--- config.mk ---
export PLATFORM = sky130hd
export DESIGN_NAME = rv_regfile
export DESIGN_NICKNAME = d
export VERILOG_FILES = /design/src/rtl/rv_isa_pkg.sv /design/src/rtl/rv_regfile.sv
export SDC_FILE = /design/constraint.sdc
export NUM_CORES = 2
export LEC_CHECK = 0
export BUFFER_PORTS_ARGS = -buffer_cell sky130_fd_sc_hd__buf_2
export CAP_MARGIN = 5
export CORE_MARGIN = 8
export CORE_UTILIZATION = 55
export DETAILED_ROUTE_END_ITERATION = 7
export HOLD_SLACK_MARGIN = 0.08
export PLACE_DENSITY_LB_ADDON = 0.25
export SETUP_SLACK_MARGIN = 0.15
export SKIP_CTS_REPAIR_TIMING = 1
export SLEW_MARGIN = 20
export SYNTH_ARGS = -nofsm -noshare
export SYNTH_HDL_FRONTEND = slang
export SYNTH_SLANG_ARGS = --single-unit
export TNS_END_PERCENT = 20
--- constraint.sdc ---
create_clock -name clk -period 2.7 [get_ports clk]
set_clock_uncertainty 0.2 [all_clocks]
set_input_delay 0.27 -clock clk [delete_from_list [all_inputs] [get_ports clk]]
set_output_delay 0.27 -clock clk [all_outputs]
set_load 0.05 [all_outputs]
--- src/rtl/rv_isa_pkg.sv ---
`default_nettype none

package rv_isa_pkg;

    localparam int XLEN = 64;   // integer register width

    // major opcode field ir[6:0]
    typedef enum logic [6:0] {
        op_lui    = 7'b0110111,
        op_auipc  = 7'b0010111,
        op_load   = 7'b0000011,
        op_store  = 7'b0100011,
        op_imm    = 7'b0010011,   // addi slti sltiu xori ori andi slli srli srai
        op_imm_32 = 7'b0011011,   // addiw slliw srliw sraiw
        op_reg    = 7'b0110011,
        op_reg_32 = 7'b0111011,   // addw subw sllw srlw sraw
        op_jal    = 7'b1101111,
        op_jalr   = 7'b1100111,
        op_branch = 7'b1100011    // beq bne blt bge bltu bgeu
    } opcode_e;

    // addi x0, x0, 0
    localparam logic [31:0] NOP_INSTR = 32'h0000_0013;

    // fixed 32-bit encodings so pc steps by four
    localparam int unsigned INSTR_BYTES = 4;

endpackage

`default_nettype wire

--- src/rtl/rv_regfile.sv ---
`timescale 1ns/1ns
`default_nettype none

module rv_regfile import rv_isa_pkg::*; (
    input  wire             clk,
    input  wire             reset,
    input  wire [4:0]       rs1_addr_i,
    input  wire [4:0]       rs2_addr_i,
    output logic [XLEN-1:0] rs1_data_o,
    output logic [XLEN-1:0] rs2_data_o,
    input  wire             rd_we_i,
    input  wire [4:0]       rd_addr_i,
    input  wire [XLEN-1:0]  rd_wdata_i
);

    logic [XLEN-1:0] regs [32];   // x0..x31

    // async read, operands ready in the execute cycle
    assign rs1_data_o = regs[rs1_addr_i];
    assign rs2_data_o = regs[rs2_addr_i];

    always_ff @(posedge clk or negedge reset) begin
        if (!reset) begin
            for (int i = 0; i < 32; i++) begin
                regs[i] <= '0;
            end
        end else if (rd_we_i && rd_addr_i != 5'd0) begin
            regs[rd_addr_i] <= rd_wdata_i;   // x0 never written so it reads zero
        end
    end

endmodule

`default_nettype wire

## Word-level counts from Yosys, hierarchy flattened

Cells that the tools add are included.

| cells by class | value |
|---|---|
| bitwise logic cells | 3 |
| magnitude comparators | 4 |
| muxes and demuxes | 9 |
| reduce and logical (&&, ||, !) cells | 3 |

Operators by type and width:

| cell | number |
|---|---|
| $bwmux W2048 | 1 |
| $bmux W64 S5 | 2 |
| $demux W64 S5 | 1 |
| $mux W64 | 5 |
| $ge A6 B6 Y1 const B | 3 |
| $not A5 Y6 | 3 |
| $lt A6 B1 Y1 const B | 1 |
| $reduce_bool A5 Y1 | 1 |
| $logic_and A1 B1 Y1 | 2 |

| word-level totals | value |
|---|---|
| register bits after elaboration | 2,048 |

## Depth between registers and ports, before layout

| logic depth | value |
|---|---|
| depth after elaboration | 6 |
| gate-level depth with buffers | 9 |
| mapped depth without buffers | 4 |

## Least setup slack after synthesis

No wires, ideal clock.

| path | value |
|---|---|
| kind | input -> output |
| start | input rs1_addr_i[1] |
| end | output rs1_data_o[61] |
| data arrival time | 2,782 ps |
| stages on the path | 8 |
| required time | 2,230 ps |
| path slack | -552 ps |
| path through | buf_2 -> buf_2 -> buf_4 -> buf_4 -> buf_4 -> buf_4 -> mux2i_1 -> a221oi_1 |

| between the ends | value |
|---|---|
| longest elaborated chain between the ends | 4 |

RTL lines:

| what | RTL line | text |
|---|---|---|
| start, declared | rv_regfile.sv:7 | `input wire [4:0] rs1_addr_i,` |
| $not A5 Y6 (implied by the code) | rv_regfile.sv:19 | `assign rs1_data_o = regs[rs1_addr_i];` |
| $bmux W64 S5 | rv_regfile.sv:19 |  |
| $mux W64 (implied by the code) (2 in a row) | rv_regfile.sv:19 |  |
| end, declared | rv_regfile.sv:9 | `output logic [XLEN-1:0] rs1_data_o,` |

Every way passes these cells. The select of a mux whose other input is x is not followed.

## Worst setup path after layout

| path | value |
|---|---|
| start | register regs[1664] in the netlist's numbering |
| end | output rs1_data_o[0] |

| between the ends | value |
|---|---|
| longest elaborated chain between the ends | 3 |

RTL lines:

| what | RTL line | text |
|---|---|---|
| start, declared | rv_regfile.sv:16 | `logic [XLEN-1:0] regs [32];` |
| start signal, assigned by index | rv_regfile.sv:28 | `regs[rd_addr_i] <= rd_wdata_i;` |
| $bmux W64 S5 | rv_regfile.sv:19 |  |
| $mux W64 (implied by the code) (2 in a row) | rv_regfile.sv:19 |  |

Every way passes these cells. The select of a mux whose other input is x is not followed.

==> impl_metrics.tcl <==
set metrics [dict create \
    cpMostUsedCell "mux4_2" \
    holdPathStages 5 \
    viasPerCell 6.91 \
    grt_util_met1 0.421 \
    vias 66500 \
    power_density_mw_per_mm2 742 \
    r2r_setup_slack_ns 1.59 \
    leakagePower_nw 54.9 \
    violations "negative setup slack" \
    synth_top_area_frac 0.476 \
    grt-busiest-layer "met2" \
    synth-seq-area-share 0.476 \
    start_util 0.553 \
    relSlewSlack 0.306 \
    cts_buffers 214 \
    drv_cap 0 \
    cp_max_fo 3 \
    antenna_found_initial 11 \
    worstPathCellList "mux4_2 -> mux4_2 -> mux2_4 -> buf_8" \
    core_mm2 0.195 \
    fin_crit_sh 1.21 \
    cts.path.max_buffers 3 \
    avgSynthCellArea_um2 16.6 \
    grt_pass1_vias 69800 \
    dieHeight_um 458 \
    cts_tree "yes" \
    crit_family "multiplexers" \
    fin_util 0.648 \
    fin_nets 6896 \
    syn2layout_area_growth_pct 17.2 \
    reg2reg_from "regs[8]" \
    drv_slew 0 \
    slowest_stage "mux4_2" \
    cts_root_buf "clkbuf_16" \
    min_period_ns 3.26 \
    rr_endpoint "regs[8]" \
    num-fill-cells 13300 \
    clk_pin_slew_ns 0.06 \
    critical_path_class "reg2out" \
    hp-class "in2reg" \
    critical_path_required_ns 2.23 \
    critPathLaunchType "flip-flop" \
    dpl.hpwl_um 206000 \
    worstHoldStart "rd_addr_i[4]" \
    largest_reg_flops 2048 \
    gr-usage-met3 0.0593 \
    firstDrtPassIters 5 \
    grt_pass1_wl_um 485000 \
    outcome "complete, but fails checks" \
    crit_path_end_kind "primary output" \
    ys_warn_count 0 \
    placedCellCount 9135 \
    htreeDepth 4 \
    fmax_mhz 307 \
    top_register "regs" \
    setup_violations 128 \
    synth_area_mm2 0.108 \
    place_congestion 0.849 \
    synth_top_cell_by_area "dfrtp_1" \
    row_count 162 \
    globalRouteTotalUtil 0.309 \
    hold_viol 0 \
    worst-r2r-cell-count 2 \
    rsz0062_at_grt "yes" \
    multi_input_area_mm2 0.0544 \
    use_met2 0.487 \
    setup_tns_ns -53.58 \
    min_to "regs[1736]" \
    grt_max_degree 97 \
    synthCells 6481 \
    ant_nets 0 \
    vdd_drop_max_v 0.000719 \
    drive_gt1_frac 0.659 \
    arrival_ns 2.79 \
    crit_path_max_incr_delay_ns 0.51 \
    io_buffers 209 \
    crit_buf_inv 1 \
    num_io_pins 210 \
    overflow 0 \
    worst_slack_ns -0.561 \
    die_area_mm2 0.210 \
    post_drt_wl_per_cell_um 33.8 \
    reg.largest.list "regs x2048" \
    synth_area_leaders "dfrtp_1 (48%), mux4_2 (24%), mux2_2 (22%)" \
    clock_sinks 2048 \
    synth_cell_type_count 32 \
    wl_um 326000 \
    instances_no_fill 9625 \
    die_x_um 458 \
    synth_fp_nets 6563 \
    path_depth 4 \
    ys_seq_elements 2048 \
    seq_area_mm2 0.0512 \
    worstMarginPinSlew_ns 1.04 \
    drt_iter0_markers 6317 \
    clock_latency_ns 0.87 \
    drcViolationCount 0 \
]
==> metrics by stage <==
step / setup slack (ns) / area, um2 / total power [mW] / hold WS, ns
after detailed placement: -0.311 / 117000 / 62.5 / 0.0329
after global placement: -0.334 / 117000 / 61.6 / 0.0287
after CTS: -0.654 / 125000 / 93.2 / -0.889
after global routing: -0.589 / 126000 / 97.2 / 0.133
after floorplan: -0.0572 / 108000 / 55.9 / -0.226
final: -0.561 / 126000 / 93.7 / 0.115
==> layout make-up <==
class                      count  share of cell area
antenna                       10            0.000198
clock buffer                 306              0.0499
clock inverter                87             0.00796
multi-input combinational   3662               0.431
sequential                  2048               0.406
tap                         2624              0.0260
timing repair buffer         888              0.0792
==> cells in the mapped netlist <==
| cell type | count |
|---|---|
| buf_2 | 174 |
| dfrtp_1 | 2048 |
| and3_1 | 1 |
| or3b_2 | 1 |
| nor3b_1 | 4 |
| nand3b_1 | 4 |
| a211oi_1 | 4 |
| a21o_1 | 2 |
| o22ai_1 | 48 |
| nand2b_1 | 4 |
| buf_1 | 34 |
| nor2_2 | 4 |
| mux2i_1 | 151 |
| clkbuf_1 | 529 |
| nor3_1 | 1 |
| a21oi_1 | 2 |
| and3b_1 | 1 |
| nand2_1 | 18 |
| buf_4 | 27 |
| and2_1 | 2 |
| nand3_1 | 2 |
| a221oi_1 | 40 |
| nor2_1 | 16 |
| o21ai_0 | 11 |
| buf_6 | 7 |
| mux4_2 | 1160 |
| or2_2 | 4 |
| a21boi_0 | 2 |
| a221o_1 | 8 |
| o22a_1 | 9 |
| mux2_2 | 2149 |
| nor2b_1 | 14 |
==> tightest hold or removal path, delay by kind of cell <==
family                 cells  cell delay (ns)
and+or+nand+nor            2             0.35
buffers and inverters      2             0.31
muxes                      1             0.21
==> per-layer routing <==
metal	share of wire	vias up	wire length, um
li1	-	26100	-
met1	0.40	36700	129000
met2	0.48	2924	157000
met3	0.074	790	23900
met4	0.049	0	15800
met5	0	-	0
==> layout by cell type, fill, tap and decap left out, types with 15 or more instances in the layout <==
cell and n:
mux2_2 2108, dfrtp_1 2048, mux4_2 1160, buf_4 357, buf_12 258, clkbuf_16 218
mux2i_1 144, buf_2 138, dlygate4sd3_1 72, clkbuf_8 53, buf_6 53, clkinv_2 51
mux2_4 41, clkbuf_1 37, o22ai_2 24, a221oi_4 24, o22ai_1 20, bufinv_16 19
nor2_4 18, a221oi_2 15, nand2_4 15
==> where the power goes <==
part	internal (mW)	switching, mW	leakage (nW)	total, mW
registers	36.5	4.46	26.3	41.0
logic	13.0	8.97	25.0	22.0
clock network	18.0	12.7	3.63	30.7
total	67.5	26.2	54.9	93.7
==> kinds of logic after synthesis <==
family,after synthesis,share of synthesized area
flip-flops,2048,0.476
AO/OA/AOI/OAI,126,0.00868
AND/OR/NAND/NOR,76,0.00373
multiplexers,3460,0.481
buffers and inverters,771,0.0303
==> how the worst max path moves through the flow <==
| stage | startpoint | end | slack (ns) |
|---|---|---|---|
| finish | regs[1664] | rs1_data_o[0] | -0.56 |
| global route | regs[1664] | rs1_data_o[0] | -0.59 |
| CTS | regs[530] | rs2_data_o[18] | -0.65 |
| detailed placement | rs2_addr_i[0] | rs2_data_o[0] | -0.31 |
| global placement | rs2_addr_i[0] | rs2_data_o[53] | -0.33 |
| floorplan | rs2_addr_i[0] | rs2_data_o[15] | -0.06 |
(Power assumes the default switching activity.)
