==> src/rtl/rv_isa_pkg.sv <==
`default_nettype none

package rv_isa_pkg;

    localparam int XLEN = 64;   // integer register width

    // major opcode field ir[6:0]
    typedef enum logic [6:0] {
        op_lui    = 7'b0110111,
        op_auipc  = 7'b0010111,
        op_load   = 7'b0000011,
        op_store  = 7'b0100011,
        op_imm    = 7'b0010011,   // addi slti sltiu xori ori andi slli srli srai
        op_imm_32 = 7'b0011011,   // addiw slliw srliw sraiw
        op_reg    = 7'b0110011,
        op_reg_32 = 7'b0111011,   // addw subw sllw srlw sraw
        op_jal    = 7'b1101111,
        op_jalr   = 7'b1100111,
        op_branch = 7'b1100011    // beq bne blt bge bltu bgeu
    } opcode_e;

    // addi x0, x0, 0
    localparam logic [31:0] NOP_INSTR = 32'h0000_0013;

    // fixed 32-bit encodings so pc steps by four
    localparam int unsigned INSTR_BYTES = 4;

endpackage

`default_nettype wire

==> src/rtl/rv_bus_pkg.sv <==
`default_nettype none

package rv_bus_pkg;

    // access size on the data bus, same coding as func3 of loads and stores
    typedef enum logic [2:0] {
        ls_byte   = 3'b000,
        ls_half   = 3'b001,
        ls_word   = 3'b010,
        ls_dword  = 3'b011,
        ls_byte_u = 3'b100,   // load only
        ls_half_u = 3'b101,   // load only
        ls_word_u = 3'b110    // load only
    } ls_size_e;

    // load/store step
    typedef enum logic {
        ls_idle = 1'b0,       // next execute issues the enable
        ls_wait = 1'b1        // enable sent, waiting for done on re-execution
    } ls_state_e;

endpackage

`default_nettype wire

==> src/rtl/rv_lsu.sv <==
`timescale 1ns/1ns
`default_nettype none

module rv_lsu import rv_isa_pkg::*; import rv_bus_pkg::*; #(
    parameter int ADDR_W = 39
) (
    input  wire              clk,
    input  wire              reset,
    input  wire [31:0]       ir_i,
    input  wire              ex_valid_i,
    input  wire [XLEN-1:0]   rs1_data_i,
    input  wire [XLEN-1:0]   rs2_data_i,
    input  wire              bus_read_done_i,    // level
    input  wire              bus_write_done_i,   // level
    input  wire [XLEN-1:0]   bus_read_data_i,
    output logic [ADDR_W-1:0] bus_address_o,
    output logic [XLEN-1:0]  bus_write_data_o,
    output logic             bus_write_enable_o, // one-cycle pulse
    output logic             bus_read_enable_o,  // one-cycle pulse
    output ls_size_e         bus_ls_type_o,
    output logic             ls_hold_o,
    output logic             ld_we_o,
    output logic [XLEN-1:0]  ld_wdata_o
);

    opcode_e         opcode;
    ls_size_e        size;
    ls_state_e       state;
    logic            is_load;
    logic            is_store;
    logic            is_ls;
    logic [XLEN-1:0] imm_i;
    logic [XLEN-1:0] imm_s;
    logic [XLEN-1:0] eff_addr;
    logic [XLEN-1:0] store_data;
    logic            done;
    logic            start;
    logic            finish;

    assign opcode = opcode_e'(ir_i[6:0]);
    assign size   = ls_size_e'(ir_i[14:12]);   // func3

    assign is_load  = ex_valid_i && (opcode == op_load);
    assign is_store = ex_valid_i && (opcode == op_store);
    assign is_ls    = is_load || is_store;

    assign imm_i    = {{52{ir_i[31]}}, ir_i[31:20]};
    assign imm_s    = {{52{ir_i[31]}}, ir_i[31:25], ir_i[11:7]};
    assign eff_addr = rs1_data_i + (is_store ? imm_s : imm_i);

    // store data zero extended from the access width
    always_comb begin
        case (size)
            ls_byte: store_data = {56'b0, rs2_data_i[7:0]};
            ls_half: store_data = {48'b0, rs2_data_i[15:0]};
            ls_word: store_data = {32'b0, rs2_data_i[31:0]};
            default: store_data = rs2_data_i;
        endcase
    end

    // load extension by func3
    always_comb begin
        case (size)
            ls_byte:   ld_wdata_o = {{56{bus_read_data_i[7]}}, bus_read_data_i[7:0]};
            ls_half:   ld_wdata_o = {{48{bus_read_data_i[15]}}, bus_read_data_i[15:0]};
            ls_word:   ld_wdata_o = {{32{bus_read_data_i[31]}}, bus_read_data_i[31:0]};
            ls_byte_u: ld_wdata_o = {56'b0, bus_read_data_i[7:0]};
            ls_half_u: ld_wdata_o = {48'b0, bus_read_data_i[15:0]};
            ls_word_u: ld_wdata_o = {32'b0, bus_read_data_i[31:0]};
            default:   ld_wdata_o = bus_read_data_i;   // ld
        endcase
    end

    assign done   = is_store ? bus_write_done_i : bus_read_done_i;   // matching level only
    assign start  = is_ls && (state == ls_idle);
    assign finish = is_ls && (state == ls_wait) && done;

    // hold re-fetches this instruction until the access finishes
    assign ls_hold_o = is_ls && !finish;
    assign ld_we_o   = is_load && finish;

    always_ff @(posedge clk or negedge reset) begin
        if (!reset) begin
            state              <= ls_idle;
            bus_read_enable_o  <= 1'b0;
            bus_write_enable_o <= 1'b0;
        end else begin
            bus_read_enable_o  <= start && is_load;    // pulse on first execute only
            bus_write_enable_o <= start && is_store;
            if (start) begin
                state <= ls_wait;
            end else if (finish) begin
                state <= ls_idle;
            end
        end
    end

    // address, data and type held until the next access
    always_ff @(posedge clk) begin
        if (start) begin
            bus_address_o    <= eff_addr[ADDR_W-1:0];
            bus_write_data_o <= store_data;
            bus_ls_type_o    <= size;
        end
    end

endmodule

`default_nettype wire

==> config.mk <==
export PLATFORM = sky130hd
export DESIGN_NAME = rv_lsu
export DESIGN_NICKNAME = d
export VERILOG_FILES = /design/src/rtl/rv_isa_pkg.sv /design/src/rtl/rv_bus_pkg.sv /design/src/rtl/rv_lsu.sv
export SDC_FILE = /design/constraint.sdc
export NUM_CORES = 1
export LEC_CHECK = 0
export BUFFER_PORTS_ARGS = -buffer_cell sky130_fd_sc_hd__buf_2
export CAP_MARGIN = 25
export CORE_MARGIN = 10
export CORE_UTILIZATION = 25
export DETAILED_ROUTE_END_ITERATION = 10
export PLACE_DENSITY_LB_ADDON = 0.15
export SLEW_MARGIN = 15
export SYNTH_ARGS = -nofsm -noshare
export SYNTH_HDL_FRONTEND = slang
export SYNTH_SLANG_ARGS = --single-unit
==> constraint.sdc <==
create_clock -name clk -period 6.65 [get_ports clk]
set_clock_uncertainty 0.05 [all_clocks]
set_input_delay 0.3325 -clock clk [delete_from_list [all_inputs] [get_ports clk]]
set_output_delay 0.3325 -clock clk [all_outputs]
set_load 0.005 [all_outputs]
* After elaboration in Yosys (flattened, before gate mapping)
Index checks and enable logic that the tools add are counted.
** Storage, ports and cells
- Bits in registers :: 109
- Input bits :: 229
- Output and inout port bits :: 174
- Logic and storage cells :: 34
** Operators by class
- Add/sub/neg operators :: 1
- Eq/ne operators :: 7
- Mux-type cells :: 6
- Bitwise logic cells :: 1
- Reduce and logical (&&, ||, !) cells :: 13
** Operators with widths (count)
- $pmux W64 S6 :: 1
- $pmux W64 S3 :: 1
- $add A39 B39 Y39 :: 1
- $eq A3 B3 Y1 const B :: 3
- $logic_and A1 B1 Y1 :: 9
- $eq A7 B2 Y1 const B :: 1
- $eq A7 B6 Y1 const B :: 1
- $mux W5 :: 1
- $eq A3 B1 Y1 const B :: 1
- $eq A3 B2 Y1 const B :: 1
- $logic_not A3 Y1 :: 1
- $mux W1 :: 3
- $reduce_bool A2 Y1 :: 1
- $logic_not A1 Y1 :: 1
- $logic_or A1 B1 Y1 :: 1
- $not A1 Y1 :: 1

* Logic depth before layout (Yosys ltp)
- Depth in word-level cells :: 7
- Depth in mapped cells :: 16
- Gate-level depth less buffers :: 16

* Worst setup path before layout
Ideal clock, no wire load.
- Path kind :: input -> register
- Start :: in ir_i[2]
- End :: reg bus_address_o[0], enable pin
- Library setup time :: 572 ps
- Arrival :: 5302 ps
- Required time :: 6028 ps
- Setup slack :: 725 ps
- Stages on the path :: 3
- Path buffers :: 0
- Cell sequence :: nor4b_1 -> nand4b_1 -> nor2_1
** Between the ends
- Longest elaborated chain between the ends :: 4
- Elaborated cells on any way between the ends :: 6
- Those cells by class :: 2 x eq/ne; 4 x reduce/logical
** RTL lines
- start: declaration :: RTL line rv_lsu.sv:9 : input wire [31:0] ir_i,
- $eq A7 B2 Y1 / $eq A7 B6 Y1 (equally long branches) :: RTL line rv_lsu.sv:43, rv_lsu.sv:44
- $logic_and A1 B1 Y1, on equally long branches :: RTL line rv_lsu.sv:43, rv_lsu.sv:44
- $logic_or A1 B1 Y1 (*) :: RTL line rv_lsu.sv:45 : assign is_ls = is_load || is_store;
- $logic_and A1 B1 Y1 (*) :: RTL line rv_lsu.sv:75 : assign start = is_ls && (state == ls_idle);
- named net start :: RTL line rv_lsu.sv:37 : logic start;
- end signal: assignment :: RTL line rv_lsu.sv:101 : bus_address_o <= eff_addr[ADDR_W-1:0];
- end: declaration :: RTL line rv_lsu.sv:16 : output logic [ADDR_W-1:0] bus_address_o,
The timed path passes the listed nets; every way through them passes the cells marked *.
A chain may end at the register's enable or synchronous reset.

* Worst setup path in the final report
- Start :: in ir_i[2]
- End :: reg bus_address_o[38], data pin
** Between the ends
- Longest elaborated chain between the ends :: 4
** RTL lines
- $eq A7 B6 Y1 :: RTL line rv_lsu.sv:44 : assign is_store = ex_valid_i && (opcode == op_store);
- $logic_and A1 B1 Y1 :: RTL line rv_lsu.sv:44
- $mux W5 :: RTL line rv_lsu.sv:49 : assign eff_addr = rs1_data_i + (is_store ? imm_s : imm_i);
- $add A39 B39 Y39 :: RTL line rv_lsu.sv:49
- named net eff_addr[38] :: RTL line rv_lsu.sv:34 : logic [XLEN-1:0] eff_addr;
The timed path passes the listed nets, and every way through them passes these cells.

==> reports/qor.csv <==
metric,value,unit
status,completed,
stdcell_area,8750,um^2
cts_root_buf,clkbuf_16,
cts_tree,built,
syn_to_final_growth,38.2,%
dpl.hpwl,18900,um
cp_slowest_stage_delay,0.46,ns
dp.cells,1213,
avgSynthCellArea,11.4,um^2
yosys_warnings,0,
ys_seq_elements,109,
fmaxAchievable,0.229,GHz
post_cts_buffers,0,
seqCellArea,3260,um^2
period_share,65.7,%
num-fill-cells,2618,
final_common_cell,buf_2,
die_area,32100,um^2
power.density,199,nW/um^2
place_ws,1.91,ns
cp_num_buf_inv,2,
synth_cells,555,
drtPass1Iterations,4,
maxSlewHeadroom,36.5,%
reg2reg_slack,4.21,ns
rsz0062_at_grt,no,
final-instance-count-excl-fill,1232,
critical_path_required,6.71,ns
place.gp.congestion,0.855,
cp_top_family,compound AO/OA/AOI/OAI gates,
die_w,179,um
setup_ws,2.28,ns
ant_nets,0,
max_cap_violations,0,
yosys.area.top_type,edfxtp_1,
tightestPinTransition,0.946,ns
core,25000,um^2
arrival,4.43,ns
ys_seq_area_share,51.4,%
grt_usage,13.5,%
synth.area.top_cells,"edfxtp_1 (50%), ha_1 (7.5%), a21o_1 (6.9%)",
ir_drop,0.000130,V
hold_violations,0,
synthDominantCellAreaShare,50.2,%
synth_edf_count,106,
syn_nets,823,
end_kind,flip-flop,
die_h,179,um
synth_ff_type,edfxtp_1,
antenna_found_initial,3,
multi_input_comb_area,2900,um^2
cts.htree.levels,3,
worstSetupStartpointType,primary input,
wl_per_cell,19.4,um
grt-ovfl-total,0,
grt_pass1_vias,5581,
criticalPathCategory,primary input to flip-flop,
slowest_stage,a31oi_1,
cp_cell_sequence,buf_2 -> nor4b_1 -> nand4b_1 -> inv_1 -> nand2_1 -> mux2_2 -> ha_1 -> fa_1 -> a211oi_1 -> nor2_1 -> o21a_1 -> a31o_2 -> a31oi_1 -> o2111ai_1 -> a41o_1 -> a21oi_1 -> xnor2_1,
clock_latency,0.35,ns
slew_violations,0,
num_vias,5623,
worst-path-max-fanout,6,
clockBufferDepth,2,
power,1.74,mW
start_util,25.3,%
ys_types,52,
drive_gt1_share,44.1,%
final_nets,1163,
async_flop_share,2.75,%
place_area,8440,um^2
wl,23800,um
syn_area,6340,um^2
grt_max_degree,60,
hold_class,primary input to flip-flop,
setup_violations,0,
cellLeakagePower,4.12,nW
final_cell_mix,"buf_2 (358), edfxtp_1 (106), nor2b_1 (61)",
drc,0,
clk_pin_slew,0.08,ns
grt_pass1_wl,33600,um
cts_sinks,109,
tns,0,ns
numCtsBuffers,9,
pin_count,403,
numPortBuffers,358,
period_minus_slack,4.37,ns
first_iter_violations,266,
viasPerCell,4.56,
rows,58,
per-stage QoR:
stage	hold slack, ns	util (%)
finish	0.103	35.0
global route	0.0739	35.0
CTS	0.0762	34.9
detailed placement	0.0848	33.7
global placement	0.0844	33.6
floorplan	-0.0131	-
metal layers:
layer  global-route usage, %  share of wire [%]  vias up
li1                        -                  -     2744
met4                    2.84                1.0        4
met5                       0               0.11        -
met2                    21.3                 46      219
met1                    17.8                 44     2638
met3                    4.11                8.2       18
area by class of cell:
| class | instances | share of cell area, % |
|---|---|---|
| Sequential cell | 109 | 37.2 |
| Multi-Input combinational cell | 403 | 33.1 |
| Timing Repair Buffer | 364 | 21.1 |
| Tap cell | 330 | 4.72 |
| Clock buffer | 10 | 2.62 |
| Clock inverter | 6 | 0.858 |
| Inverter | 8 | 0.343 |
| Antenna cell | 2 | 0.0572 |
path summary, 6_finish.rpt:
check / startpoint / to / cells after the start
worst min register to register: state / bus_read_enable_o / 1
min in group asynchronous: reset / state / 2
worst max-delay path: ir_i[2] / bus_address_o[38] / 17
worst min-delay path: rs2_data_i[0] / bus_write_data_o[0] / 1
worst max register to register: state / bus_write_data_o[57] / 3
max in group asynchronous: reset / bus_write_enable_o / 2
registers in the layout (all words and copies together), names as in the netlist:
register            cells
state                   1
bus_write_data_o       64
bus_address_o          39
bus_write_enable_o      1
bus_ls_type_o           3
bus_read_enable_o       1
cells by family (layout without fill, tap and decap cells):
group	count (synthesis)	after routing	synth area share, %
flops	109	109	51.4
compound gates	169	169	18.5
buf+inv	43	388	3.04
fa+ha+maj	39	39	7.82
mux	7	7	1.22
other cells	0	2	0
simple gates	152	152	13.0
xor+xnor	36	36	4.98
worst reg2reg max path: cells and delay by family, from the launching register on:
kind	cells	cell delay, ns
buffers and inverters	2	1.33
DFF	1	0.46
and+or+nand+nor	1	0.20
Yosys cell counts, types with 2 or more instances:
| cell type | n |
|---|---|
| edfxtp_1 | 106 |
| nor2b_1 | 61 |
| a21o_1 | 58 |
| a21oi_1 | 38 |
| ha_1 | 38 |
| nand2_1 | 32 |
| clkbuf_1 | 26 |
| o21ai_0 | 23 |
| xnor2_1 | 23 |
| nor2_1 | 16 |
| xor2_1 | 13 |
| and3_1 | 8 |
| buf_4 | 8 |
| inv_1 | 8 |
| nand3_1 | 8 |
| nand4_1 | 8 |
| nor3_1 | 8 |
| o21a_1 | 8 |
| mux2_2 | 6 |
| o21bai_1 | 5 |
| a31oi_1 | 4 |
| a2111oi_0 | 3 |
| a211oi_1 | 3 |
| a221o_1 | 3 |
| a41oi_1 | 3 |
| dfrtp_1 | 3 |
| o21ai_1 | 3 |
| a211o_1 | 2 |
| a21oi_2 | 2 |
| a31o_2 | 2 |
| a41o_1 | 2 |
| and2_1 | 2 |
| nand2b_1 | 2 |
| o211ai_1 | 2 |
what timing repair did:
action                    4_1_cts  5_1_grt
gates resized for setup         0        0
hold endpoints to repair        3        0
hold buffers                    1        0
power breakdown:
| part | internal [mW] | switching [mW] | total, mW | leakage (nW) |
|---|---|---|---|---|
| logic | 0.184 | 0.207 | 0.391 | 3.02 |
| registers | 0.773 | 0.00353 | 0.776 | 0.956 |
| clock network | 0.300 | 0.272 | 0.573 | 0.146 |
| total | 1.26 | 0.483 | 1.74 | 4.12 |
(Power assumes the default switching activity.)
